`src/logic/rv_decode_config.svh`:
```
`ifndef RV_DECODE_CONFIG_SVH
`define RV_DECODE_CONFIG_SVH

// datapath
`define RV_XLEN         64      // register and pc width

// instruction queue
`define RV_IQ_DEPTH     16      // entries, power of two
`define RV_IQ_ALM_FULL  12      // ready drops here, 4 left as slack

// machine csr addresses
`define RV_CSR_MSTATUS  12'h300
`define RV_CSR_MTVEC    12'h305
`define RV_CSR_MEPC     12'h341
`define RV_CSR_MCAUSE   12'h342

`endif

```
`src/logic/rv_decode_pkg.sv`:
```
`include "rv_decode_config.svh"

package rv_decode_pkg;

    typedef logic [`RV_XLEN-1:0] xlen_t;     // data word
    typedef logic [31:0]         inst_t;     // raw instruction
    typedef logic [4:0]          reg_idx_t;  // x0..x31
    typedef logic [2:0]          funct3_t;
    typedef logic [11:0]         csr_addr_t;

    // bit positions in the one-hot class vector
    localparam int OPC_LUI     = 0;
    localparam int OPC_AUIPC   = 1;
    localparam int OPC_JAL     = 2;
    localparam int OPC_JALR    = 3;
    localparam int OPC_BRANCH  = 4;
    localparam int OPC_LOAD    = 5;
    localparam int OPC_STORE   = 6;
    localparam int OPC_OP_IMM  = 7;
    localparam int OPC_OP      = 8;   // includes M-extension
    localparam int OPC_OP_IMM32 = 9;
    localparam int OPC_OP32    = 10;  // word ops incl mulw/divw
    localparam int OPC_CSR     = 11;
    localparam int OPC_EBREAK  = 12;
    localparam int OPC_ECALL   = 13;
    localparam int OPC_MRET    = 14;
    localparam int OPC_NUM     = 15;

    typedef logic [OPC_NUM-1:0] op_class_t;  // one-hot, all zero if unknown

endpackage

```
`src/logic/decode_ifs.sv`:
```
`timescale 1ns/10ps

// operand read ports of the register file
interface gpr_rd_if;
    rv_decode_pkg::reg_idx_t rs1;
    rv_decode_pkg::reg_idx_t rs2;
    rv_decode_pkg::xlen_t    rdata1;   // same cycle as rs1
    rv_decode_pkg::xlen_t    rdata2;

    modport reader  (output rs1, output rs2, input rdata1, input rdata2);
    modport regfile (input rs1, input rs2, output rdata1, output rdata2);
endinterface


```
`src/logic/gpr_file.sv`:
```
`timescale 1ns/10ps

module gpr_file (
    input  logic                    clk,
    input  logic                    arst_n,
    input  logic                    wb_en,
    input  rv_decode_pkg::reg_idx_t wb_rd,
    input  rv_decode_pkg::xlen_t    wb_data,
    gpr_rd_if.regfile               rd
);
    rv_decode_pkg::xlen_t regs [31:1];  // x0 has no storage
    logic                 we;

    assign we = wb_en && wb_rd != '0;   // writes to x0 ignored

    always_ff @(posedge clk or negedge arst_n) begin
        if (!arst_n) begin
            for (int i = 1; i < 32; i++) begin
                regs[i] <= '0;
            end
        end else if (we) begin
            regs[wb_rd] <= wb_data;
        end
    end

    // comb reads, write shows up the cycle after wb_en
    assign rd.rdata1 = (rd.rs1 == '0) ? '0 : regs[rd.rs1];
    assign rd.rdata2 = (rd.rs2 == '0) ? '0 : regs[rd.rs2];

endmodule

```
`src/flat_wrapper.sv`:
```
// flat-port wrapper written by rule: the top's interface ports become plain ports
module gpr_file_flat 
  (clk, arst_n, wb_en, wb_rd, wb_data, rd_rs1, rd_rs2, rd_rdata1, rd_rdata2);
  gpr_rd_if rd_i ();
  input  logic clk;
  input  logic arst_n;
  input  logic wb_en;
  input  rv_decode_pkg::reg_idx_t wb_rd;
  input  rv_decode_pkg::xlen_t wb_data;
  input wire logic [$bits(rd_i.rs1)-1:0] rd_rs1;
  input wire logic [$bits(rd_i.rs2)-1:0] rd_rs2;
  output wire logic [$bits(rd_i.rdata1)-1:0] rd_rdata1;
  output wire logic [$bits(rd_i.rdata2)-1:0] rd_rdata2;
  assign rd_i.rs1 = rd_rs1;
  assign rd_i.rs2 = rd_rs2;
  assign rd_rdata1 = rd_i.rdata1;
  assign rd_rdata2 = rd_i.rdata2;
  gpr_file u_core (.clk(clk), .arst_n(arst_n), .wb_en(wb_en), .wb_rd(wb_rd), .wb_data(wb_data), .rd(rd_i));
endmodule
```
`config.mk`:
```
export PLATFORM = sky130hd
export DESIGN_NAME = gpr_file_flat
export DESIGN_NICKNAME = d
export VERILOG_FILES = /design/src/logic/rv_decode_pkg.sv /design/src/logic/decode_ifs.sv /design/src/logic/gpr_file.sv /design/src/flat_wrapper.sv
export VERILOG_INCLUDE_DIRS = /design/src /design/src/logic
export SDC_FILE = /design/constraint.sdc
export NUM_CORES = 2
export LEC_CHECK = 0
export BUFFER_PORTS_ARGS = -buffer_cell sky130_fd_sc_hd__buf_2
export CORE_AREA = 5 5 447 449
export CTS_CLUSTER_DIAMETER = 120
export CTS_CLUSTER_SIZE = 14
export DETAILED_ROUTE_END_ITERATION = 10
export DIE_AREA = 0 0 452 454
export PLACE_DENSITY = 0.76
export SETUP_SLACK_MARGIN = 0.2
export SLEW_MARGIN = 10
export SYNTH_ARGS = -nofsm -noshare
export SYNTH_HDL_FRONTEND = slang
export SYNTH_SLANG_ARGS = --single-unit
export TNS_END_PERCENT = 50
```
`constraint.sdc`:
```
create_clock -name clk -period 2.6 [get_ports clk]
set_clock_uncertainty 0.15 [all_clocks]
set_input_delay 0.26 -clock clk [delete_from_list [all_inputs] [get_ports clk]]
set_output_delay 0.26 -clock clk [all_outputs]
set_load 0.02 [all_outputs]
```
==> flow_summary.ini <==
[outcome]
status = complete, but fails checks
violations = negative setup slack

[drt]
viasPerCell = 7.04
drt-total-wl_um = 346000
via_count = 76800
drc = 0
first_pass_iters = 8
post_drt_wl_per_cell_um = 31.7
ant_nets = 0
drt_iter0_markers = 7999

[final_layout]
multi_input_area_um2 = 54800
regMostFlops = u_core.regs
final_nets = 8409
syn_to_final_growth_pct = 14.9
ff_latch_area_um2 = 49600
fin_util = 0.626
stdcell_count = 10900
n_fill_cell = 14400
drive_gt1_frac = 0.453
largest_register_ff_count = 1984
reg_top3 = u_core.regs: 1984 flops

[power_and_ir_drop]
power_density_nw_per_um2 = 693
p_clk_frac = 0.265
ir_worst_vdd_uv = 749
p_int_mw = 59.5
power.leakage_nw = 55.4
total_power_mw = 84.9
switching_share = 0.299
comb_power_share = 0.243
p_seq_frac = 0.492
p_switching_mw = 25.4

[cts]
cts_max_level = 4
cts_tree = done
clkSinkCount = 1984
cts-buffers-inserted = 160
cts_root_buffer = clkbuf_16
cts.path.max_buffers = 3
clk_pin_slew_ps = 70
insertion_delay_ps = 830

[die]
die_h_um = 454
rows = 163
initial_core_util = 0.545
ios = 210
die_w_um = 452
die_area_um2 = 205000
core_um2 = 196000

[synth]
synth_area_um2 = 107000
avgSynthCellArea_um2 = 13.2
synth-seq-area-share = 0.466
ys_types = 39
synthCells = 8049
yosysWarnings = 0
ys_ff_latch = 1984
syn_nets = 8131

[hold_path]
hold_path_class = input port to flip-flop

[sta]
report.final.slew_viol_count = 0
fmax_mhz = 342
hold_viol = 0
slew_headroom = 0.383
min_period_ps = 2920
tns_ps = -27540
finalSetupViolations = 128
setup_slack_ps = -321
tightest_slew_ps = 918
fin_crit_sh = 1.12
rsz0062_at_grt = true

[grt]
grt_use_total = 0.330
grt_pass1_vias = 80300
grt_pass1_wl_um = 516000
grt_antenna_before_repair = 17
grt_overflow = 0
grt_max_degree = 137

[worst_setup_path]
cp.required_ps = 2190
cp-end-kind = primary output
critPathMaxStageDelay_ps = 410
start_kind = flip-flop
cp_cell_sequence = mux2_4 > a221o_1 > a21oi_4 > nor4_4 > buf_4 > buf_6
arrival_ps = 2510
cp_max_fo = 3
crit_type = flip-flop to primary output
crit_slowest_cell = dfrtp_1

[place]
post-place-ws_ps = -439
gp_congestion = 0.880
dpl.hpwl_um = 216000
portBuffers = 209
dp.cells = 10600

[job]
max_cap_viol_count = 0
[per-layer routing]
| layer | track usage | wire, um |
|---|---|---|
| met5 | 0 | 0 |
| met4 | 0.209 | 24700 |
| met3 | 0.0689 | 30400 |
| met2 | 0.524 | 162000 |
| met1 | 0.416 | 129000 |
[critical path, delay by kind of cell, from the launching register on]
| kind | cells | cell delay (ps) |
|---|---|---|
| AO/OA/AOI/OAI | 2 | 610 |
| buffers and inverters | 2 | 280 |
| flip-flops | 1 | 410 |
| multiplexers | 1 | 290 |
| AND/OR/NAND/NOR | 1 | 60 |
[per-stage QoR]
step | hold slack (ps) | instance area [um^2]
floorplan | -186 | 107000
global placement | 3.87 | 115000
detailed placement | -0.681 | 115000
CTS | 24.4 | 122000
global route | 75.8 | 122000
finish | 81.3 | 123000
[cells by family after synthesis]
logic type | count (synthesis) | synth area share
buffers and inverters | 861 | 0.0414
multiplexers | 3648 | 0.397
AO/OA/AOI/OAI | 1020 | 0.0672
flip-flops | 1984 | 0.466
AND/OR/NAND/NOR | 536 | 0.0285
[cell usage after synthesis, drive strengths merged]
library cell | n | area (um^2)
o22ai | 512 | 3200
nand2b | 11 | 68.8
a21oi | 128 | 641
a221oi | 60 | 526
nand3b | 4 | 41.3
dfrtp | 1984 | 49600
nor2b | 71 | 444
a221o | 128 | 1280
a211oi | 64 | 480
nand3 | 2 | 15.0
nor3 | 317 | 1590
buf | 463 | 2920
mux4 | 256 | 5770
or2 | 6 | 37.5
nor4 | 68 | 425
a22o | 60 | 526
a22oi | 68 | 510
nor3b | 5 | 57.6
and3b | 2 | 17.5
or3b | 1 | 8.76
mux2 | 2112 | 23800
mux2i | 1280 | 12800
and2 | 3 | 18.8
nor2 | 17 | 179
clkbuf | 398 | 1490
and3 | 5 | 31.3
nand2 | 24 | 105
[cell usage in the layout, fill, tap and decap left out, types with 5 or more instances in the layout]
cell type	count
a22o_1	60
buf_8	5
nand2_1	5
mux2i_1	1280
a211oi_2	43
nand2b_4	7
buf_2	83
a22oi_1	65
buf_6	58
a21oi_2	96
nor4_4	7
nor2b_4	42
dlygate4sd3_1	67
mux2_1	53
clkinv_8	5
buf_4	519
nor2_4	12
buf_12	244
o22ai_1	512
a21oi_1	28
inv_6	8
dfrtp_1	1984
a221oi_1	47
nand2_4	17
nor3_4	5
mux4_2	256
nor3_2	43
a221oi_2	13
nor4_1	16
nor2b_1	29
nor3_1	269
nor4_2	45
a211oi_4	18
mux2_2	2058
clkbuf_16	162
diode_2	16
a221o_1	128
[layout make-up]
cell class	instances	share of cell area
Antenna cell	16	0.000327
Timing Repair Buffer	977	0.0866
Tap cell	2557	0.0261
Multi-Input combinational cell	5204	0.447
Clock inverter	15	0.00164
Sequential cell	1984	0.405
Clock buffer	162	0.0331
[what timing repair did]
action,4_1_cts,5_1_grt
buffers inserted,29,17
setup endpoints to repair,128,128
hold buffers,67,0
cloned,0,0
gates resized for setup,466,72
pin swaps,193,31
endpoints found under the hold margin,3968,0
[power by group through the flow]
stage / combinational, mW / sequential [mW] / clock [mW]
final: 20.7 / 41.7 / 22.5
after global routing: 22.1 / 42.3 / 23.8
after CTS: 20.3 / 41.4 / 22.7
after detailed placement: 19.2 / 42.0 / 0
after global placement: 18.5 / 41.3 / 0
after floorplan: 13.9 / 40.4 / 0
[worst paths after layout]
path,startpoint,end,slack (ps),cells past startpoint
max,u_core.regs[60],rd_rdata2[60],-320,6
min,wb_rd[0],u_core.regs[1482],80,4
max reg2reg,u_core.regs[611],u_core.regs[611],1390,3
min reg2reg,u_core.regs[738],u_core.regs[738],360,1
max in group asynchronous,arst_n,u_core.regs[1042],630,4
min in group asynchronous,arst_n,u_core.regs[1044],520,4
Power figures use the tool's default switching activity.
