## src/logic/rv_decode_config.svh

```systemverilog
`ifndef RV_DECODE_CONFIG_SVH
`define RV_DECODE_CONFIG_SVH

// datapath
`define RV_XLEN         64      // register and pc width

// instruction queue
`define RV_IQ_DEPTH     16      // entries, power of two
`define RV_IQ_ALM_FULL  12      // ready drops here, 4 left as slack

// machine csr addresses
`define RV_CSR_MSTATUS  12'h300
`define RV_CSR_MTVEC    12'h305
`define RV_CSR_MEPC     12'h341
`define RV_CSR_MCAUSE   12'h342

`endif

```

## src/logic/rv_decode_pkg.sv

```systemverilog
`include "rv_decode_config.svh"

package rv_decode_pkg;

    typedef logic [`RV_XLEN-1:0] xlen_t;     // data word
    typedef logic [31:0]         inst_t;     // raw instruction
    typedef logic [4:0]          reg_idx_t;  // x0..x31
    typedef logic [2:0]          funct3_t;
    typedef logic [11:0]         csr_addr_t;

    // bit positions in the one-hot class vector
    localparam int OPC_LUI     = 0;
    localparam int OPC_AUIPC   = 1;
    localparam int OPC_JAL     = 2;
    localparam int OPC_JALR    = 3;
    localparam int OPC_BRANCH  = 4;
    localparam int OPC_LOAD    = 5;
    localparam int OPC_STORE   = 6;
    localparam int OPC_OP_IMM  = 7;
    localparam int OPC_OP      = 8;   // includes M-extension
    localparam int OPC_OP_IMM32 = 9;
    localparam int OPC_OP32    = 10;  // word ops incl mulw/divw
    localparam int OPC_CSR     = 11;
    localparam int OPC_EBREAK  = 12;
    localparam int OPC_ECALL   = 13;
    localparam int OPC_MRET    = 14;
    localparam int OPC_NUM     = 15;

    typedef logic [OPC_NUM-1:0] op_class_t;  // one-hot, all zero if unknown

endpackage

```

## src/logic/decode_ifs.sv

```systemverilog
`timescale 1ns/10ps

// operand read ports of the register file
interface gpr_rd_if;
    rv_decode_pkg::reg_idx_t rs1;
    rv_decode_pkg::reg_idx_t rs2;
    rv_decode_pkg::xlen_t    rdata1;   // same cycle as rs1
    rv_decode_pkg::xlen_t    rdata2;

    modport reader  (output rs1, output rs2, input rdata1, input rdata2);
    modport regfile (input rs1, input rs2, output rdata1, output rdata2);
endinterface

// decoded view of the held instruction
interface dec_if;
    rv_decode_pkg::reg_idx_t  rd;
    rv_decode_pkg::reg_idx_t  rs1;
    rv_decode_pkg::reg_idx_t  rs2;
    rv_decode_pkg::funct3_t   funct3;
    rv_decode_pkg::xlen_t     imm;
    rv_decode_pkg::op_class_t op_class;
    rv_decode_pkg::xlen_t     src_a;
    rv_decode_pkg::xlen_t     src_b;   // gpr or csr value

    modport source (output rd, rs1, rs2, funct3, imm, op_class, src_a, src_b);
    modport sink   (input rd, rs1, rs2, funct3, imm, op_class, src_a, src_b);
endinterface

```

## src/logic/decode_fields.sv

```systemverilog
`timescale 1ns/10ps
`include "rv_decode_config.svh"

module decode_fields (
    input  rv_decode_pkg::inst_t inst,        // holding register contents
    input  logic                 inst_valid,
    input  rv_decode_pkg::xlen_t mstatus,
    input  rv_decode_pkg::xlen_t mtvec,
    input  rv_decode_pkg::xlen_t mepc,
    input  rv_decode_pkg::xlen_t mcause,
    gpr_rd_if.reader             gpr,
    dec_if.source                dec
);
    rv_decode_pkg::inst_t      inst_m;       // zero when slot empty
    rv_decode_pkg::op_class_t  cls;
    rv_decode_pkg::csr_addr_t  csr_addr;
    rv_decode_pkg::xlen_t      csr_val;
    logic [6:0]                opcode;

    assign inst_m   = inst_valid ? inst : '0;
    assign opcode   = inst_m[6:0];
    assign csr_addr = inst_m[31:20];

    // one class bit per major opcode
    assign cls[rv_decode_pkg::OPC_LUI]      = opcode == 7'b0110111;
    assign cls[rv_decode_pkg::OPC_AUIPC]    = opcode == 7'b0010111;
    assign cls[rv_decode_pkg::OPC_JAL]      = opcode == 7'b1101111;
    assign cls[rv_decode_pkg::OPC_JALR]     = opcode == 7'b1100111;
    assign cls[rv_decode_pkg::OPC_BRANCH]   = opcode == 7'b1100011;
    assign cls[rv_decode_pkg::OPC_LOAD]     = opcode == 7'b0000011;
    assign cls[rv_decode_pkg::OPC_STORE]    = opcode == 7'b0100011;
    assign cls[rv_decode_pkg::OPC_OP_IMM]   = opcode == 7'b0010011;
    assign cls[rv_decode_pkg::OPC_OP]       = opcode == 7'b0110011;
    assign cls[rv_decode_pkg::OPC_OP_IMM32] = opcode == 7'b0011011;
    assign cls[rv_decode_pkg::OPC_OP32]     = opcode == 7'b0111011;
    assign cls[rv_decode_pkg::OPC_CSR]      = opcode == 7'b1110011 && inst_m[14:12] != 3'b000;
    assign cls[rv_decode_pkg::OPC_EBREAK]   = inst_m == 32'h0010_0073;  // exact words
    assign cls[rv_decode_pkg::OPC_ECALL]    = inst_m == 32'h0000_0073;
    assign cls[rv_decode_pkg::OPC_MRET]     = inst_m == 32'h3020_0073;

    // immediate by format, I-type for everything else
    always_comb begin
        if (cls[rv_decode_pkg::OPC_LUI] || cls[rv_decode_pkg::OPC_AUIPC])
            dec.imm = {{(`RV_XLEN-32){inst_m[31]}}, inst_m[31:12], 12'b0};
        else if (cls[rv_decode_pkg::OPC_JAL])
            dec.imm = {{(`RV_XLEN-20){inst_m[31]}}, inst_m[19:12], inst_m[20],
                       inst_m[30:21], 1'b0};
        else if (cls[rv_decode_pkg::OPC_BRANCH])
            dec.imm = {{(`RV_XLEN-12){inst_m[31]}}, inst_m[7], inst_m[30:25],
                       inst_m[11:8], 1'b0};
        else if (cls[rv_decode_pkg::OPC_STORE])
            dec.imm = {{(`RV_XLEN-12){inst_m[31]}}, inst_m[31:25], inst_m[11:7]};
        else
            dec.imm = {{(`RV_XLEN-12){inst_m[31]}}, inst_m[31:20]};
    end

    // the four machine csrs visible to decode
    always_comb begin
        case (csr_addr)
            `RV_CSR_MSTATUS: csr_val = mstatus;
            `RV_CSR_MTVEC:   csr_val = mtvec;
            `RV_CSR_MEPC:    csr_val = mepc;
            `RV_CSR_MCAUSE:  csr_val = mcause;
            default:         csr_val = '0;  // unknown csr reads zero
        endcase
    end

    assign gpr.rs1      = inst_m[19:15];
    assign gpr.rs2      = inst_m[24:20];
    assign dec.rs1      = inst_m[19:15];
    assign dec.rs2      = inst_m[24:20];
    assign dec.rd       = inst_m[11:7];
    assign dec.funct3   = inst_m[14:12];
    assign dec.op_class = cls;
    assign dec.src_a    = gpr.rdata1;
    assign dec.src_b    = cls[rv_decode_pkg::OPC_CSR]   ? csr_val :
                          cls[rv_decode_pkg::OPC_ECALL] ? mtvec   :  // trap target
                          cls[rv_decode_pkg::OPC_MRET]  ? mepc    :  // return pc
                                                          gpr.rdata2;

endmodule

```

## src/flat_wrapper.sv

```systemverilog
// flat-port wrapper written by rule: the top's interface ports become plain ports
module decode_fields_flat 
  (inst, inst_valid, mstatus, mtvec, mepc, mcause, gpr_rs1, gpr_rs2, gpr_rdata1, gpr_rdata2, dec_rd, dec_rs1, dec_rs2, dec_funct3, dec_imm, dec_op_class, dec_src_a, dec_src_b);
  gpr_rd_if gpr_i ();
  dec_if dec_i ();
  input  rv_decode_pkg::inst_t inst;
  input  logic inst_valid;
  input  rv_decode_pkg::xlen_t mstatus;
  input  rv_decode_pkg::xlen_t mtvec;
  input  rv_decode_pkg::xlen_t mepc;
  input  rv_decode_pkg::xlen_t mcause;
  output wire logic [$bits(gpr_i.rs1)-1:0] gpr_rs1;
  output wire logic [$bits(gpr_i.rs2)-1:0] gpr_rs2;
  input wire logic [$bits(gpr_i.rdata1)-1:0] gpr_rdata1;
  input wire logic [$bits(gpr_i.rdata2)-1:0] gpr_rdata2;
  output wire logic [$bits(dec_i.rd)-1:0] dec_rd;
  output wire logic [$bits(dec_i.rs1)-1:0] dec_rs1;
  output wire logic [$bits(dec_i.rs2)-1:0] dec_rs2;
  output wire logic [$bits(dec_i.funct3)-1:0] dec_funct3;
  output wire logic [$bits(dec_i.imm)-1:0] dec_imm;
  output wire logic [$bits(dec_i.op_class)-1:0] dec_op_class;
  output wire logic [$bits(dec_i.src_a)-1:0] dec_src_a;
  output wire logic [$bits(dec_i.src_b)-1:0] dec_src_b;
  assign gpr_rs1 = gpr_i.rs1;
  assign gpr_rs2 = gpr_i.rs2;
  assign gpr_i.rdata1 = gpr_rdata1;
  assign gpr_i.rdata2 = gpr_rdata2;
  assign dec_rd = dec_i.rd;
  assign dec_rs1 = dec_i.rs1;
  assign dec_rs2 = dec_i.rs2;
  assign dec_funct3 = dec_i.funct3;
  assign dec_imm = dec_i.imm;
  assign dec_op_class = dec_i.op_class;
  assign dec_src_a = dec_i.src_a;
  assign dec_src_b = dec_i.src_b;
  decode_fields u_core (.inst(inst), .inst_valid(inst_valid), .mstatus(mstatus), .mtvec(mtvec), .mepc(mepc), .mcause(mcause), .gpr(gpr_i), .dec(dec_i));
endmodule
```

## config.mk

```make
export PLATFORM = sky130hd
export DESIGN_NAME = decode_fields_flat
export DESIGN_NICKNAME = d
export VERILOG_FILES = /design/src/logic/rv_decode_pkg.sv /design/src/logic/decode_ifs.sv /design/src/logic/decode_fields.sv /design/src/flat_wrapper.sv
export VERILOG_INCLUDE_DIRS = /design/src /design/src/logic
export SDC_FILE = /design/constraint.sdc
export NUM_CORES = 1
export LEC_CHECK = 0
export ABC_AREA = 1
export BUFFER_PORTS_ARGS = -buffer_cell sky130_fd_sc_hd__buf_2
export CAP_MARGIN = 30
export CORE_AREA = 2 2 250 252
export DETAILED_ROUTE_END_ITERATION = 7
export DIE_AREA = 0 0 252 254
export PLACE_DENSITY_LB_ADDON = 0.1
export SLEW_MARGIN = 20
export SYNTH_ARGS = -nofsm -noshare
export SYNTH_HDL_FRONTEND = slang
export SYNTH_SLANG_ARGS = --single-unit
```

## constraint.sdc

```tcl
create_clock -name vclk -period 3.3
set_clock_uncertainty 0.2 [all_clocks]
set_input_delay 0.165 -clock vclk [all_inputs]
set_output_delay 0.165 -clock vclk [all_outputs]
set_load 0.02 [all_outputs]
```

==> flow_summary.toml <==
[timing]
setup-violations-final = 0
fmax_mhz = 350
min_period_ns = 2.86
rsz0062_at_grt = "false"
period_share_pct = 86.5
tightest_slew_ns = 0.739
timing_hold_violations_final = 0
holdWs_ns = 0.130
setup_tns_ns = 0
relSlewSlack_pct = 50.7
slew_violations = 0

[die]
dieArea_sq_um = 64000
core-area_sq_um = 61300
io_pins = 652
die_x_um = 252
start_util_pct = 10.2
die_y_um = 254
rows = 91

[critical_path]
critical_path_class = "in -> out"
start_kind = "input port"
endpoint = "dec_src_b[21]"
path_max_fanout = 35
critPathLaunch = "inst_valid"
arrival_ns = 2.49
critical_path.cell_chain = "buf_2, buf_12, nand2_1, nand2_1, nor2_1, nand2_1, nor2_4, nand3_4, buf_12, buf_4, nor2_1, nor2_1, nand2_1, nand2_1, buf_2"
cp_slowest_stage_delay_ns = 0.31
crit_top_cell = "nand2_1"
critPathRequiredTime_ns = 2.93
endpoint_kind = "primary output"
cpMaxStageDelayCell = "nand3_4"

[place]
placedCellCount = 2428
hpwl_um = 39000
gp_congestion = 0.859
io_buffers = 524

[clocking]
post_cts_buffers = 0
cts_resized = 0
cts_hold_buf = 0

[cells_and_area]
nFillCells = 7460
stdcell_count = 2437
drive_gt1_share_pct = 36.4
nNetsFinal = 2057
area_delta_synth_final_pct = 44.2
nClkBuffers = 0
seq_cell_count = 0
seq_area_sq_um = 0

[drt]
viasPerCell = 4.15
dr.pass1.iters = 5
drc = 0
drt_iter0_markers = 534
wl_um = 50500
wire_per_inst_um = 20.7
via_count = 10123
ant_nets = 0

[logic_synthesis]
ys_seq_area_share_pct = 0
synth_cells = 1288
ys_top_cells_by_count = "379 x nand2_1, 204 x nand3_1, 162 x nor2_1"
avgSynthCellArea_sq_um = 4.85
synth_fp_nets = 1705
ys_types = 26
yosys.area.top_type = "nand2_1"
yosysTopAreaCellShare_pct = 22.8
synthTopCellsByArea = "nand2_1 23%, nand3_1 16%, buf_4 15%"
netlist_area_sq_um = 6240
ys_warn_count = 0
synth_most_common_cell = "nand2_1"

[power_and_ir_drop]
peakVddDrop_mv = 0.0364
power.leakage_nw = 4.97
power_uw = 790
switchingPower_uw = 498
switching_share_pct = 63.1
pwr-share-clk_pct = 0
power_density_nw_per_um2 = 87.7
p_int_uw = 292
power_frac_seq_pct = 0
combinationalPowerShare_pct = 100.0

[worst_hold_path]
hold_path_class = "in -> out"

[global_route]
grt_usage_pct = 14.8
grt_pass1_wl_um = 71500
grt_max_degree = 65
grt_pass1_vias = 10311
overflow = 0
antenna_found_initial = 16

[status]
status = "complete, no violations"

[job]
maxCapViolCount = 0
## worst min path at each step
stage | start | to | slack (ns) | depth (start not counted)
after floorplan | inst[3] | dec_op_class[3] | 0.22 | 1
after global placement | gpr_rdata1[17] | dec_src_a[17] | 0.13 | 0
after detailed placement | gpr_rdata1[17] | dec_src_a[17] | 0.13 | 0
after CTS | gpr_rdata1[17] | dec_src_a[17] | 0.13 | 0
after global routing | gpr_rdata1[21] | dec_src_a[21] | 0.13 | 0
final | gpr_rdata1[21] | dec_src_a[21] | 0.13 | 0
## stage by stage
stage                     util, %  cell area, sq um  worst slack [ns]
after floorplan                 -              6240              1.18
after global placement       14.7              8980             0.384
after detailed placement     14.7              8980             0.405
after CTS                    14.7              8980             0.399
after global routing         14.7              8990             0.221
final                        14.7              9010             0.445
## worst max-delay path, delay by kind of cell
family	cells	cell delay, ns
buf+inv	5	0.88
simple gates	10	1.40
## per-layer routing
layer,up-vias,global-route usage [%],routed length [um]
met1,4717,17.9,20600
met3,84,3.33,3690
li1,4885,-,-
met4,18,3.45,1140
met2,419,26.3,24900
met5,-,0,121
## cells by family after synthesis
group / synth area share [%]
AO/OA/AOI/OAI: 8.36
AND/OR/NAND/NOR: 65.2
buffers and inverters: 26.5
## power by group through the flow
| stage | clock network, mW | logic (mW) | registers (mW) |
|---|---|---|---|
| after floorplan | 0 | 0.494 | 0 |
| after global placement | 0 | 0.807 | 0 |
| after detailed placement | 0 | 0.797 | 0 |
| after CTS | 0 | 0.800 | 0 |
| after global routing | 0.000000123 | 0.860 | 0 |
| final | 0.000000367 | 0.790 | 0 |
## layout make-up
type	count	area (sq um)	share of cell area (%)
timing repair buffer	561	3060	34.0
inverter	75	282	3.13
antenna	9	22.5	0.250
multi-input combinational	1002	4650	51.6
tap	790	988	11.0
## cells in the final DEF (no fill, tap or decap), types with 11 or more instances in the layout
cell type    n
buf_2      524
nand2_1    379
nand3_1    203
nor2_1     159
nand4_1    122
inv_1       69
o21ai_0     64
o21ai_1     32
buf_4       24
buf_12      13
nor2_4      11
No activity file was read; power rests on OpenSTA's default activity.
