==> config.mk <==
export PLATFORM = sky130hd
export DESIGN_NAME = decode_stage_flat
export DESIGN_NICKNAME = d
export VERILOG_FILES = /design/src/logic/rv_decode_pkg.sv /design/src/logic/decode_ifs.sv /design/src/logic/inst_queue.sv /design/src/logic/decode_stage.sv /design/src/flat_wrapper.sv
export VERILOG_INCLUDE_DIRS = /design/src /design/src/logic
export SDC_FILE = /design/constraint.sdc
export NUM_CORES = 1
export LEC_CHECK = 0
export BUFFER_PORTS_ARGS = -buffer_cell sky130_fd_sc_hd__buf_2
export CORE_ASPECT_RATIO = 1.75
export CORE_MARGIN = 8
export CORE_UTILIZATION = 55
export CTS_BUF_LIST = sky130_fd_sc_hd__clkbuf_8
export DETAILED_ROUTE_END_ITERATION = 7
export GPL_TIMING_DRIVEN = 0
export PLACE_DENSITY = 0.85
export REMOVE_ABC_BUFFERS = 1
export SLEW_MARGIN = 10
export SYNTH_ARGS = -nofsm -noshare
export SYNTH_HDL_FRONTEND = slang
export SYNTH_HIERARCHICAL = 1
export SYNTH_SLANG_ARGS = --single-unit
==> constraint.sdc <==
create_clock -name clk -period 11.2 [get_ports clk]
set_clock_uncertainty 0.2 [all_clocks]
set_input_delay 0.56 -clock clk [delete_from_list [all_inputs] [get_ports clk]]
set_output_delay 0.56 -clock clk [all_outputs]
set_load 0.05 [all_outputs]
==> src/logic/rv_decode_config.svh <==
`ifndef RV_DECODE_CONFIG_SVH
`define RV_DECODE_CONFIG_SVH

// datapath
`define RV_XLEN         64      // register and pc width

// instruction queue
`define RV_IQ_DEPTH     16      // entries, power of two
`define RV_IQ_ALM_FULL  12      // ready drops here, 4 left as slack

// machine csr addresses
`define RV_CSR_MSTATUS  12'h300
`define RV_CSR_MTVEC    12'h305
`define RV_CSR_MEPC     12'h341
`define RV_CSR_MCAUSE   12'h342

`endif

==> src/logic/rv_decode_pkg.sv <==
`include "rv_decode_config.svh"

package rv_decode_pkg;

    typedef logic [`RV_XLEN-1:0] xlen_t;     // data word
    typedef logic [31:0]         inst_t;     // raw instruction
    typedef logic [4:0]          reg_idx_t;  // x0..x31
    typedef logic [2:0]          funct3_t;
    typedef logic [11:0]         csr_addr_t;

    // bit positions in the one-hot class vector
    localparam int OPC_LUI     = 0;
    localparam int OPC_AUIPC   = 1;
    localparam int OPC_JAL     = 2;
    localparam int OPC_JALR    = 3;
    localparam int OPC_BRANCH  = 4;
    localparam int OPC_LOAD    = 5;
    localparam int OPC_STORE   = 6;
    localparam int OPC_OP_IMM  = 7;
    localparam int OPC_OP      = 8;   // includes M-extension
    localparam int OPC_OP_IMM32 = 9;
    localparam int OPC_OP32    = 10;  // word ops incl mulw/divw
    localparam int OPC_CSR     = 11;
    localparam int OPC_EBREAK  = 12;
    localparam int OPC_ECALL   = 13;
    localparam int OPC_MRET    = 14;
    localparam int OPC_NUM     = 15;

    typedef logic [OPC_NUM-1:0] op_class_t;  // one-hot, all zero if unknown

endpackage

==> src/logic/decode_ifs.sv <==


// decoded view of the held instruction
interface dec_if;
    rv_decode_pkg::reg_idx_t  rd;
    rv_decode_pkg::reg_idx_t  rs1;
    rv_decode_pkg::reg_idx_t  rs2;
    rv_decode_pkg::funct3_t   funct3;
    rv_decode_pkg::xlen_t     imm;
    rv_decode_pkg::op_class_t op_class;
    rv_decode_pkg::xlen_t     src_a;
    rv_decode_pkg::xlen_t     src_b;   // gpr or csr value

    modport source (output rd, rs1, rs2, funct3, imm, op_class, src_a, src_b);
    modport sink   (input rd, rs1, rs2, funct3, imm, op_class, src_a, src_b);
endinterface

==> src/logic/inst_queue.sv <==
`timescale 1ns/10ps
`include "rv_decode_config.svh"

module inst_queue (
    input  logic                 clk,
    input  logic                 arst_n,
    input  logic                 flush,     // sync clear of all entries
    input  logic                 wr_en,
    input  rv_decode_pkg::xlen_t wr_pc,
    input  rv_decode_pkg::inst_t wr_inst,
    input  logic                 rd_en,
    output rv_decode_pkg::xlen_t rd_pc,     // head entry, comb
    output rv_decode_pkg::inst_t rd_inst,
    output logic                 empty,
    output logic                 alm_full
);
    localparam int PTR_W = $clog2(`RV_IQ_DEPTH);
    localparam int CNT_W = $clog2(`RV_IQ_DEPTH + 1);

    rv_decode_pkg::xlen_t mem_pc   [`RV_IQ_DEPTH];
    rv_decode_pkg::inst_t mem_inst [`RV_IQ_DEPTH];
    logic [PTR_W-1:0] wr_ptr;
    logic [PTR_W-1:0] rd_ptr;
    logic [CNT_W-1:0] count;     // occupancy 0..depth
    logic             full;
    logic             do_wr;
    logic             do_rd;

    assign full     = count == CNT_W'(`RV_IQ_DEPTH);
    assign empty    = count == '0;
    assign alm_full = count >= CNT_W'(`RV_IQ_ALM_FULL);
    assign do_wr    = wr_en && !full && !flush;  // overflow write dropped
    assign do_rd    = rd_en && !empty && !flush;
    assign rd_pc    = mem_pc[rd_ptr];
    assign rd_inst  = mem_inst[rd_ptr];

    always_ff @(posedge clk or negedge arst_n) begin
        if (!arst_n) begin
            wr_ptr <= '0;
            rd_ptr <= '0;
            count  <= '0;
        end else if (flush) begin
            wr_ptr <= '0;
            rd_ptr <= '0;
            count  <= '0;
        end else begin
            if (do_wr) wr_ptr <= wr_ptr + 1'b1;  // wraps at depth
            if (do_rd) rd_ptr <= rd_ptr + 1'b1;
            count <= count + CNT_W'(do_wr) - CNT_W'(do_rd);
        end
    end

    always_ff @(posedge clk) begin
        if (do_wr) begin
            mem_pc[wr_ptr]   <= wr_pc;
            mem_inst[wr_ptr] <= wr_inst;
        end
    end

endmodule

==> src/logic/decode_stage.sv <==
`timescale 1ns/10ps

module decode_stage (
    input  logic                     clk,
    input  logic                     arst_n,
    input  logic                     branch_flush,
    input  logic                     valid_in,
    input  rv_decode_pkg::xlen_t     pc_in,
    input  rv_decode_pkg::inst_t     inst_in,
    output logic                     ready_in,
    output logic                     valid_out,
    output rv_decode_pkg::xlen_t     pc_out,
    output rv_decode_pkg::inst_t     inst_out,
    output logic                     hold_valid,   // slot occupied, to decode
    input  logic                     out_ready,
    input  logic                     ex_loading,
    input  rv_decode_pkg::reg_idx_t  ex_rd,
    dec_if.sink                      dec,
    output rv_decode_pkg::reg_idx_t  rd,
    output rv_decode_pkg::reg_idx_t  rs1,
    output rv_decode_pkg::reg_idx_t  rs2,
    output rv_decode_pkg::funct3_t   funct3,
    output rv_decode_pkg::xlen_t     imm,
    output rv_decode_pkg::op_class_t op_class,
    output rv_decode_pkg::xlen_t     src_a,
    output rv_decode_pkg::xlen_t     src_b
);
    rv_decode_pkg::xlen_t hold_pc;
    rv_decode_pkg::inst_t hold_inst;
    rv_decode_pkg::xlen_t q_pc;
    rv_decode_pkg::inst_t q_inst;
    logic                 q_empty;
    logic                 q_alm_full;
    logic                 q_wr;
    logic                 q_rd;
    logic                 advance;
    logic                 bypass;
    logic                 rs2_used;
    logic                 interlock;

    // load-use hazard against the load now in execute
    assign rs2_used  = dec.op_class[rv_decode_pkg::OPC_BRANCH] |
                       dec.op_class[rv_decode_pkg::OPC_STORE]  |
                       dec.op_class[rv_decode_pkg::OPC_OP]     |
                       dec.op_class[rv_decode_pkg::OPC_OP32];
    assign interlock = hold_valid && ex_loading && ex_rd != '0 &&
                       (ex_rd == dec.rs1 || (rs2_used && ex_rd == dec.rs2));

    assign advance  = out_ready && !interlock;
    assign bypass   = advance && q_empty;                  // input skips the queue
    assign q_wr     = valid_in && !bypass && !branch_flush;
    assign q_rd     = advance && !q_empty;
    assign ready_in = !q_alm_full;

    inst_queue u_iq (
        .clk      (clk),
        .arst_n   (arst_n),
        .flush    (branch_flush),
        .wr_en    (q_wr),
        .wr_pc    (pc_in),
        .wr_inst  (inst_in),
        .rd_en    (q_rd),
        .rd_pc    (q_pc),
        .rd_inst  (q_inst),
        .empty    (q_empty),
        .alm_full (q_alm_full)
    );

    always_ff @(posedge clk or negedge arst_n) begin
        if (!arst_n) begin
            hold_valid <= 1'b0;
        end else if (branch_flush) begin
            hold_valid <= 1'b0;                            // flush wins over advance
        end else if (advance) begin
            hold_valid <= q_empty ? valid_in : 1'b1;
        end
    end

    always_ff @(posedge clk) begin
        if (advance && !branch_flush) begin
            hold_pc   <= q_empty ? pc_in   : q_pc;         // head first, keeps order
            hold_inst <= q_empty ? inst_in : q_inst;
        end
    end

    assign valid_out = hold_valid && !interlock;
    assign pc_out    = hold_pc;
    assign inst_out  = hold_inst;

    // decoded fields follow the holding register
    assign rd       = dec.rd;
    assign rs1      = dec.rs1;
    assign rs2      = dec.rs2;
    assign funct3   = dec.funct3;
    assign imm      = dec.imm;
    assign op_class = dec.op_class;
    assign src_a    = dec.src_a;
    assign src_b    = dec.src_b;

endmodule

==> src/flat_wrapper.sv <==
// flat-port wrapper written by rule: the top's interface ports become plain ports
module decode_stage_flat 
  (clk, arst_n, branch_flush, valid_in, pc_in, inst_in, ready_in, valid_out, pc_out, inst_out, hold_valid, out_ready, ex_loading, ex_rd, rd, rs1, rs2, funct3, imm, op_class, src_a, src_b, dec_rd, dec_rs1, dec_rs2, dec_funct3, dec_imm, dec_op_class, dec_src_a, dec_src_b);
  dec_if dec_i ();
  input  logic clk;
  input  logic arst_n;
  input  logic branch_flush;
  input  logic valid_in;
  input  rv_decode_pkg::xlen_t pc_in;
  input  rv_decode_pkg::inst_t inst_in;
  output logic ready_in;
  output logic valid_out;
  output rv_decode_pkg::xlen_t pc_out;
  output rv_decode_pkg::inst_t inst_out;
  output logic hold_valid;
  input  logic out_ready;
  input  logic ex_loading;
  input  rv_decode_pkg::reg_idx_t ex_rd;
  output rv_decode_pkg::reg_idx_t rd;
  output rv_decode_pkg::reg_idx_t rs1;
  output rv_decode_pkg::reg_idx_t rs2;
  output rv_decode_pkg::funct3_t funct3;
  output rv_decode_pkg::xlen_t imm;
  output rv_decode_pkg::op_class_t op_class;
  output rv_decode_pkg::xlen_t src_a;
  output rv_decode_pkg::xlen_t src_b;
  input wire logic [$bits(dec_i.rd)-1:0] dec_rd;
  input wire logic [$bits(dec_i.rs1)-1:0] dec_rs1;
  input wire logic [$bits(dec_i.rs2)-1:0] dec_rs2;
  input wire logic [$bits(dec_i.funct3)-1:0] dec_funct3;
  input wire logic [$bits(dec_i.imm)-1:0] dec_imm;
  input wire logic [$bits(dec_i.op_class)-1:0] dec_op_class;
  input wire logic [$bits(dec_i.src_a)-1:0] dec_src_a;
  input wire logic [$bits(dec_i.src_b)-1:0] dec_src_b;
  assign dec_i.rd = dec_rd;
  assign dec_i.rs1 = dec_rs1;
  assign dec_i.rs2 = dec_rs2;
  assign dec_i.funct3 = dec_funct3;
  assign dec_i.imm = dec_imm;
  assign dec_i.op_class = dec_op_class;
  assign dec_i.src_a = dec_src_a;
  assign dec_i.src_b = dec_src_b;
  decode_stage u_core (.clk(clk), .arst_n(arst_n), .branch_flush(branch_flush), .valid_in(valid_in), .pc_in(pc_in), .inst_in(inst_in), .ready_in(ready_in), .valid_out(valid_out), .pc_out(pc_out), .inst_out(inst_out), .hold_valid(hold_valid), .out_ready(out_ready), .ex_loading(ex_loading), .ex_rd(ex_rd), .dec(dec_i), .rd(rd), .rs1(rs1), .rs2(rs2), .funct3(funct3), .imm(imm), .op_class(op_class), .src_a(src_a), .src_b(src_b));
endmodule
==> metrics.txt, run 1 <==
P_sw 3.67 mW; Top FF cell, synth edfxtp_1; nets 3619; Initial DRC Count 4587; synth cell count leaders 1632 x edfxtp_1, 384 x mux4_2, 242 x buf_4; Post-Syn Area 64200 um^2; clk sinks 1646; maximum number of pins on one net before global-route repair 59; synth top area cells edfxtp_1 76%, mux4_2 13%, buf_4 2.8%, a22oi_1 2.2%, mux2_2 1.7%; Max Slew Vio Count 0; CP startpoint u_core/u_iq/count[2]; PostCTS Resize Cnt 0; Clock Power Share 31.8%; Setup Viol. Count Final 0; RR Endpoint u_core/u_iq/mem_pc[3][4]; post-route cell area 73500 um^2; Root Buffer clkbuf_8; TritonCTS clock tree built; site row count 166; die span in y 468 um; total power 13.9 mW; r2r setup slk 6.17 ns; Critical Path Start Type register; r2r startpoint u_core/u_iq/count[2]; Cells after Synth 2911; IO Port Bufs 233; via/cell ratio 6.68; fill cell count 7207; vias in the first global route 33500; switch share 26.4%; Ports 656; Hold Fails Final Rpt 0; sequential share of the synthesized area 76.9%; Flop pwr share 50.8%; width of the chip 274 um; Cell Count, Final, Fillers Out 4970; die area 128000 um^2; number of flops mapped to enable cells by yosys 1632; most common cell in the netlist edfxtp_1; layout cell share with drive strength beyond 1 34.9%; Post-Place Cells 4465; worst hold-check path type primary input to register; Final min period 5.03 ns; Synth Warn # 6; grt total ovfl 0; worst setup path endpoint u_core/u_iq/mem_pc[3][4]; Starting Density 55.2%; worst hold path depth 5; status finished, final reports clean; core box area 116000 um^2; GRT met3 Usage 22.1%; DP Worst Slack 6.28 ns; Crit Path Max Fanout 46; count of hold buffers inserted by post-cts repair 103; Slew HR 38.0%; hold slack 0.205 ns; Max Cap Violations 0; Worst Path Arrival 5.46 ns; Finished Core Util 63.2%; number of synthesized register bits 1646; gr busiest metal met2; Yosys top cell by area edfxtp_1; critical setup path kind register to register; Mean Syn Cell Area 22.0 um^2; met1 usage 35.5%; DP Area 68200 um^2; CTS Buffer Depth 3; combinational share of power 17.4%; Synth top area share 76.4%; setup bufs post-CTS 0; H-tree depth 4; fmax 0.199 GHz; # DRC 0; area grow syn2layout 14.5%; Overall Global Routing Usage 32.4%; initial antenna violation count 11; leakage 23.5 nW; Initial DRT Pass Iterations 6; Power Dens Cells 189 nW/um^2; Slew @ Worst Pin 0.930 ns; RSZ-0062 raised after global routing no; Synth async-reset ratio 0.851%; r2r worst-path depth 15; M2 GR Usage 46.1%; CTS buffer count 215; cell internal pwr 10.2 mW; total number of vias 33200; ANT nets after route 0; crit path capture type register; VDD IR max 0.438 mV; setup_tns 0 ns; fin crit share 44.9%; final worst-path setup slack 6.17 ns; clk_lat worst skew 0.96 ns; first-pass GRT wire length 280000 um; drt wl/cell 42.0 um; CP required 11.63 ns; Clock transition at path regs 0.09 ns; Distinct cells, synth 43; detailed-placement wirelength estimate 140000 um; Post-Route WL 209000 um; gpl congestion 0.885
-- sequential cells by signal (all words and copies together), names as in the netlist --
| register | cells |
|---|---|
| u_core/u_iq/rd_ptr | 4 |
| u_core/pc_out | 64 |
| u_core/u_iq/mem_inst | 512 |
| u_core/u_iq/wr_ptr | 4 |
| u_core/hold_valid | 1 |
| u_core/u_iq/mem_pc | 1024 |
| u_core/inst_out | 32 |
| u_core/u_iq/count | 5 |
-- worst min path at each step --
stage	from	end	slack (ns)
finish	ex_rd[4]	u_core/u_iq/rd_ptr[1]	0.21
global route	ex_rd[4]	u_core/u_iq/rd_ptr[1]	0.18
CTS	dec_rs1[3]	u_core/hold_valid	0.08
detailed placement	arst_n	u_core/u_iq/count[3]	0.28
global placement	arst_n	u_core/u_iq/count[4]	0.28
floorplan	arst_n	u_core/hold_valid	0.06
-- critical path, stage by stage, from the launching register on --
cell      delay [ns]
dfrtp_1         0.43
inv_1           0.10
ha_1            0.22
or4b_2          0.32
inv_8           0.21
a211oi_1        0.33
a41o_1          0.27
nand3_1         0.19
or2_2           0.43
nor3_2          0.69
buf_6           0.25
buf_4           0.23
buf_4           0.19
buf_4           0.23
buf_4           0.20
buf_6           0.17
-- kinds of logic (layout without fill, tap and decap cells) --
kind of cell / after synthesis / after routing / synth area share [%]
fa+ha+maj: 14 / 14 / 0.285
flops: 1646 / 1646 / 76.9
simple gates: 159 / 159 / 1.04
xor+xnor: 18 / 18 / 0.246
buf+inv: 384 / 924 / 3.88
compound gates: 210 / 210 / 2.46
mux: 480 / 480 / 15.2
other cells: 0 / 7 / 0
-- cell type report --
| class | count | area, um^2 | area share, % |
|---|---|---|---|
| diodes | 7 | 17.5 | 0.0238 |
| flip-flops and latches | 1646 | 49400 | 67.2 |
| clock inverters | 176 | 1190 | 1.62 |
| multi-input cells | 881 | 12500 | 17.0 |
| well taps | 1512 | 1890 | 2.58 |
| clock buffers | 219 | 3010 | 4.10 |
| repair buffers | 513 | 5450 | 7.42 |
| inverters | 16 | 67.6 | 0.0920 |
-- power groups by stage --
stage                     clock network [mW]  logic [mW]  registers [mW]
final                                   4.42        2.43            7.06
after global routing                    4.70        2.53            7.07
after floorplan                            0        2.53            7.71
after CTS                               4.43        2.41            7.06
after detailed placement                   0        2.34            7.19
after global placement                     0        3.16            7.51
-- cell usage in the layout, fill, tap and decap left out, drive strengths merged, types with 2 or more instances in the layout --
master       Yosys  layout
dlygate4sd3      0     103
nand3            7       7
xnor2           12      12
a21oi            5       5
nand2b           4       4
nor2            25      25
dfrtp           14      14
mux2            96      96
clkinv           0     103
nor2b            3       3
ha              13      13
a41o             2       2
xor2             6       6
o21a             2       2
nor3             6       6
inv             16      70
edfxtp        1632    1632
mux4           384     384
clkbuf          57     219
diode            0       7
bufinv           0      15
nand2          105     105
buf            311     410
and3             2       2
clkinvlp         0       4
a22oi          192     192
-- routing by layer --
layer  up-vias  part of all wire, %
li1      12700                    -
met1     16900                   31
met2      3059                   43
met3       527                   19
met4        30                  6.3
met5         -                 0.89
Note: power is estimated with default switching activity, not from simulation.
==> run 2, diff against run 1 <==
==> constraint.sdc (replaced) <==
create_clock -name clk -period 4.7 [get_ports clk]
set_clock_uncertainty 0.2 [all_clocks]
set_input_delay 0.235 -clock clk [delete_from_list [all_inputs] [get_ports clk]]
set_output_delay 0.235 -clock clk [all_outputs]
set_load 0.05 [all_outputs]
==> run 2 against run 1 <==
The flow now finishes with violations (setup timing). Routed wire length is 4.3% higher. Sequential share of layout area is 1.3 points lower. Via count is 3.1% higher. Worst hold slack worse by 0.13 ns. Non-clock buffer count is 135 higher. Combinational power is 150% higher. Sequential power is 140% higher. Die area stayed put. Setup slack worse by 6.2 ns. Largest cell class unchanged. Global-route usage is 0.95 points higher. Critical path depth is 2 higher. Utilization is 1.2 points higher. Critical endpoint is now u_core/u_iq/count[4].
==> metrics.txt, run 2 (synthesis results as in run 1) <==
GRT met3 Usage 22.2% (was 22.1%); die area 128000 um^2 (unchanged); setup_tns -0.0255 ns (was 0 ns); IO Port Bufs 233 (unchanged); highest-count cells in the layout ignoring fill and taps 1632 x edfxtp_1, 384 x mux4_2, 233 x dlygate4sd3_1, 233 x buf_2, 219 x clkbuf_8 (was 1632 x edfxtp_1, 384 x mux4_2, 233 x buf_2, 219 x clkbuf_8, 192 x a22oi_1); Cell Count, Final, Fillers Out 5103 (was 4970); failing checks setup timing; site row count 166 (unchanged); VDD IR max 0.721 mV (was 0.438 mV); width of the chip 274 um (unchanged); drt wl/cell 42.7 um (was 42.0 um); Hold Fails Final Rpt 0 (unchanged); RR Endpoint u_core/u_iq/count[4] (was u_core/u_iq/mem_pc[3][4]); RSZ-0062 raised after global routing no (unchanged); Final min period 4.73 ns; hold slack 0.0783 ns (was 0.205 ns); via/cell ratio 6.71 (was 6.68); r2r startpoint u_core/u_iq/count[2] (unchanged); Slew HR 40.7% (was 38.0%); r2r worst-path depth 16 (was 15); worst setup path endpoint u_core/u_iq/count[4] (was u_core/u_iq/mem_pc[3][4]); Worst Path Arrival 5.32 ns (was 5.46 ns); total power 33.5 mW (was 13.9 mW); commonest non-fill, non-tap cell in the layout edfxtp_1 (unchanged); clk_lat worst skew 0.93 ns (was 0.96 ns); Setup Viol. Count Final 1 (was 0); clk sinks 1646 (unchanged); CTS Buffer Depth 3 (unchanged); final worst-path setup slack -0.0255 ns (was 6.17 ns); Post-Route WL 218000 um (was 209000 um); vias in the first global route 34700 (was 33500); gpl congestion 0.885 (unchanged); Overall Global Routing Usage 33.3% (was 32.4%); Power Dens Cells 447 nW/um^2 (was 189 nW/um^2); Ports 656 (unchanged); layout cell share with drive strength beyond 1 33.9% (was 34.9%); CP startpoint ex_rd[1] (was u_core/u_iq/count[2]); CTS buffer count 215 (unchanged); Max Slew Vio Count 0 (unchanged); Largest register FFs 1024 (unchanged); total number of vias 34200 (was 33200); Largest Register u_core/u_iq/mem_pc (unchanged); M2 GR Usage 47.7% (was 46.1%); Max Cap Violations 0 (unchanged); status finished with violations (was finished, final reports clean); grt total ovfl 0 (unchanged); gr busiest metal met2 (unchanged); first-pass GRT wire length 289000 um (was 280000 um); detailed-placement wirelength estimate 140000 um (unchanged); CP required 5.29 ns (was 11.63 ns); Root Buffer clkbuf_8 (unchanged); Crit Path Max Fanout 4 (was 46); crit path capture type register (unchanged); maximum number of pins on one net before global-route repair 59 (unchanged); die span in y 468 um (unchanged); Slew @ Worst Pin 0.889 ns (was 0.930 ns); Initial DRT Pass Iterations 8 (was 6); Finished Core Util 64.4% (was 63.2%); Clock transition at path regs 0.07 ns (was 0.09 ns); Post-Place Cells 4465 (unchanged); # DRC 0 (unchanged); Starting Density 55.2% (unchanged); r2r setup slk 0.07 ns (was 6.17 ns); area grow syn2layout 16.7% (was 14.5%); ANT nets after route 0 (unchanged); initial antenna violation count 10 (was 11); fin crit share 101%; nets 3754 (was 3619); core box area 116000 um^2 (unchanged); Initial DRC Count 4940 (was 4587); fmax 0.212 GHz; met1 usage 36.5% (was 35.5%); worst hold-check path type primary input to register (unchanged); leakage 24.0 nW (was 23.5 nW); H-tree depth 4 (unchanged); critical setup path kind primary input to register (was register to register); Critical Path Start Type primary input (was register); TritonCTS clock tree built (unchanged)
==> run 2: cell types whose count changed in the layout (fill, tap and decap cells not counted), moves of 2 or more <==
cell and change:
diode_2 -2, nand2_1 -2, nor3_2 -4, dlygate4sd3_1 +130
nand2_2 +2, buf_4 +5, nor3_4 +4
==> run 2: layout make-up <==
cell class | instances | area [um^2]
inverter | 16 | 86.3
clock buffer | 219 | 3010
multi-input combinational | 881 | 12500
fill | 7056 | 41500
tap | 1512 | 1890
sequential | 1646 | 49400
antenna | 5 | 12.5
clock inverter | 176 | 1190
timing repair buffer | 648 | 6790
==> run 2: worst min-delay path by stage <==
stage	from	endpoint	slack, ns	depth (start not counted)
after CTS	pc_in[48]	u_core/u_iq/mem_pc[2][48]	0.00007	2
after floorplan	arst_n	u_core/hold_valid	-0.26	0
after global routing	inst_in[29]	u_core/u_iq/mem_inst[12][29]	0.03	2
after detailed placement	arst_n	u_core/u_iq/count[3]	-0.05	1
after global placement	arst_n	u_core/u_iq/count[4]	-0.05	1
final	inst_in[29]	u_core/u_iq/mem_inst[9][29]	0.08	2
==> run 2: metal layers <==
metal,vias up,share of wire [%]
li1,12900,-
met1,17400,31
met2,3170,44
met3,690,18
met4,28,6.8
met5,-,0.78
==> run 2: worst max-delay path, stage by stage <==
cell and delay (ns):
dlygate4sd3_1 0.56, buf_2 0.16, or4_1 0.53, o21a_2 0.26, dlygate4sd3_1 0.65, a311oi_2 0.63
nand2_1 0.28, nor2_1 0.19, ha_1 0.27, inv_1 0.08, ha_1 0.20, inv_1 0.08
fa_1 0.44, nand2b_1 0.20, a21oi_2 0.29, o21a_1 0.19, nor3_1 0.06
==> run 2: power by group <==
| part | internal, mW | switching [mW] | leakage [nW] |
|---|---|---|---|
| clock network | 5.20 | 5.39 | 2.34 |
| registers | 16.6 | 0.244 | 14.9 |
| logic | 2.70 | 3.36 | 6.80 |
| total | 24.5 | 9.00 | 24.0 |
==> run 2: repair_timing <==
item | in CTS | in global routing
hold endpoints to repair | 1694 | 0
setup endpoints to repair | 40 | 135
buffers inserted | 1 | 4
pin swaps | 1 | 3
hold buffers | 233 | 0
gates resized for setup | 4 | 9
==> run 2: stage by stage <==
stage	area (um^2)	worst slack [ns]
floorplan	61700	-11.52
global placement	64800	-18.13
detailed placement	68200	-0.0113
CTS	74800	0.0577
global route	74900	0.0492
finish	74900	-0.0255
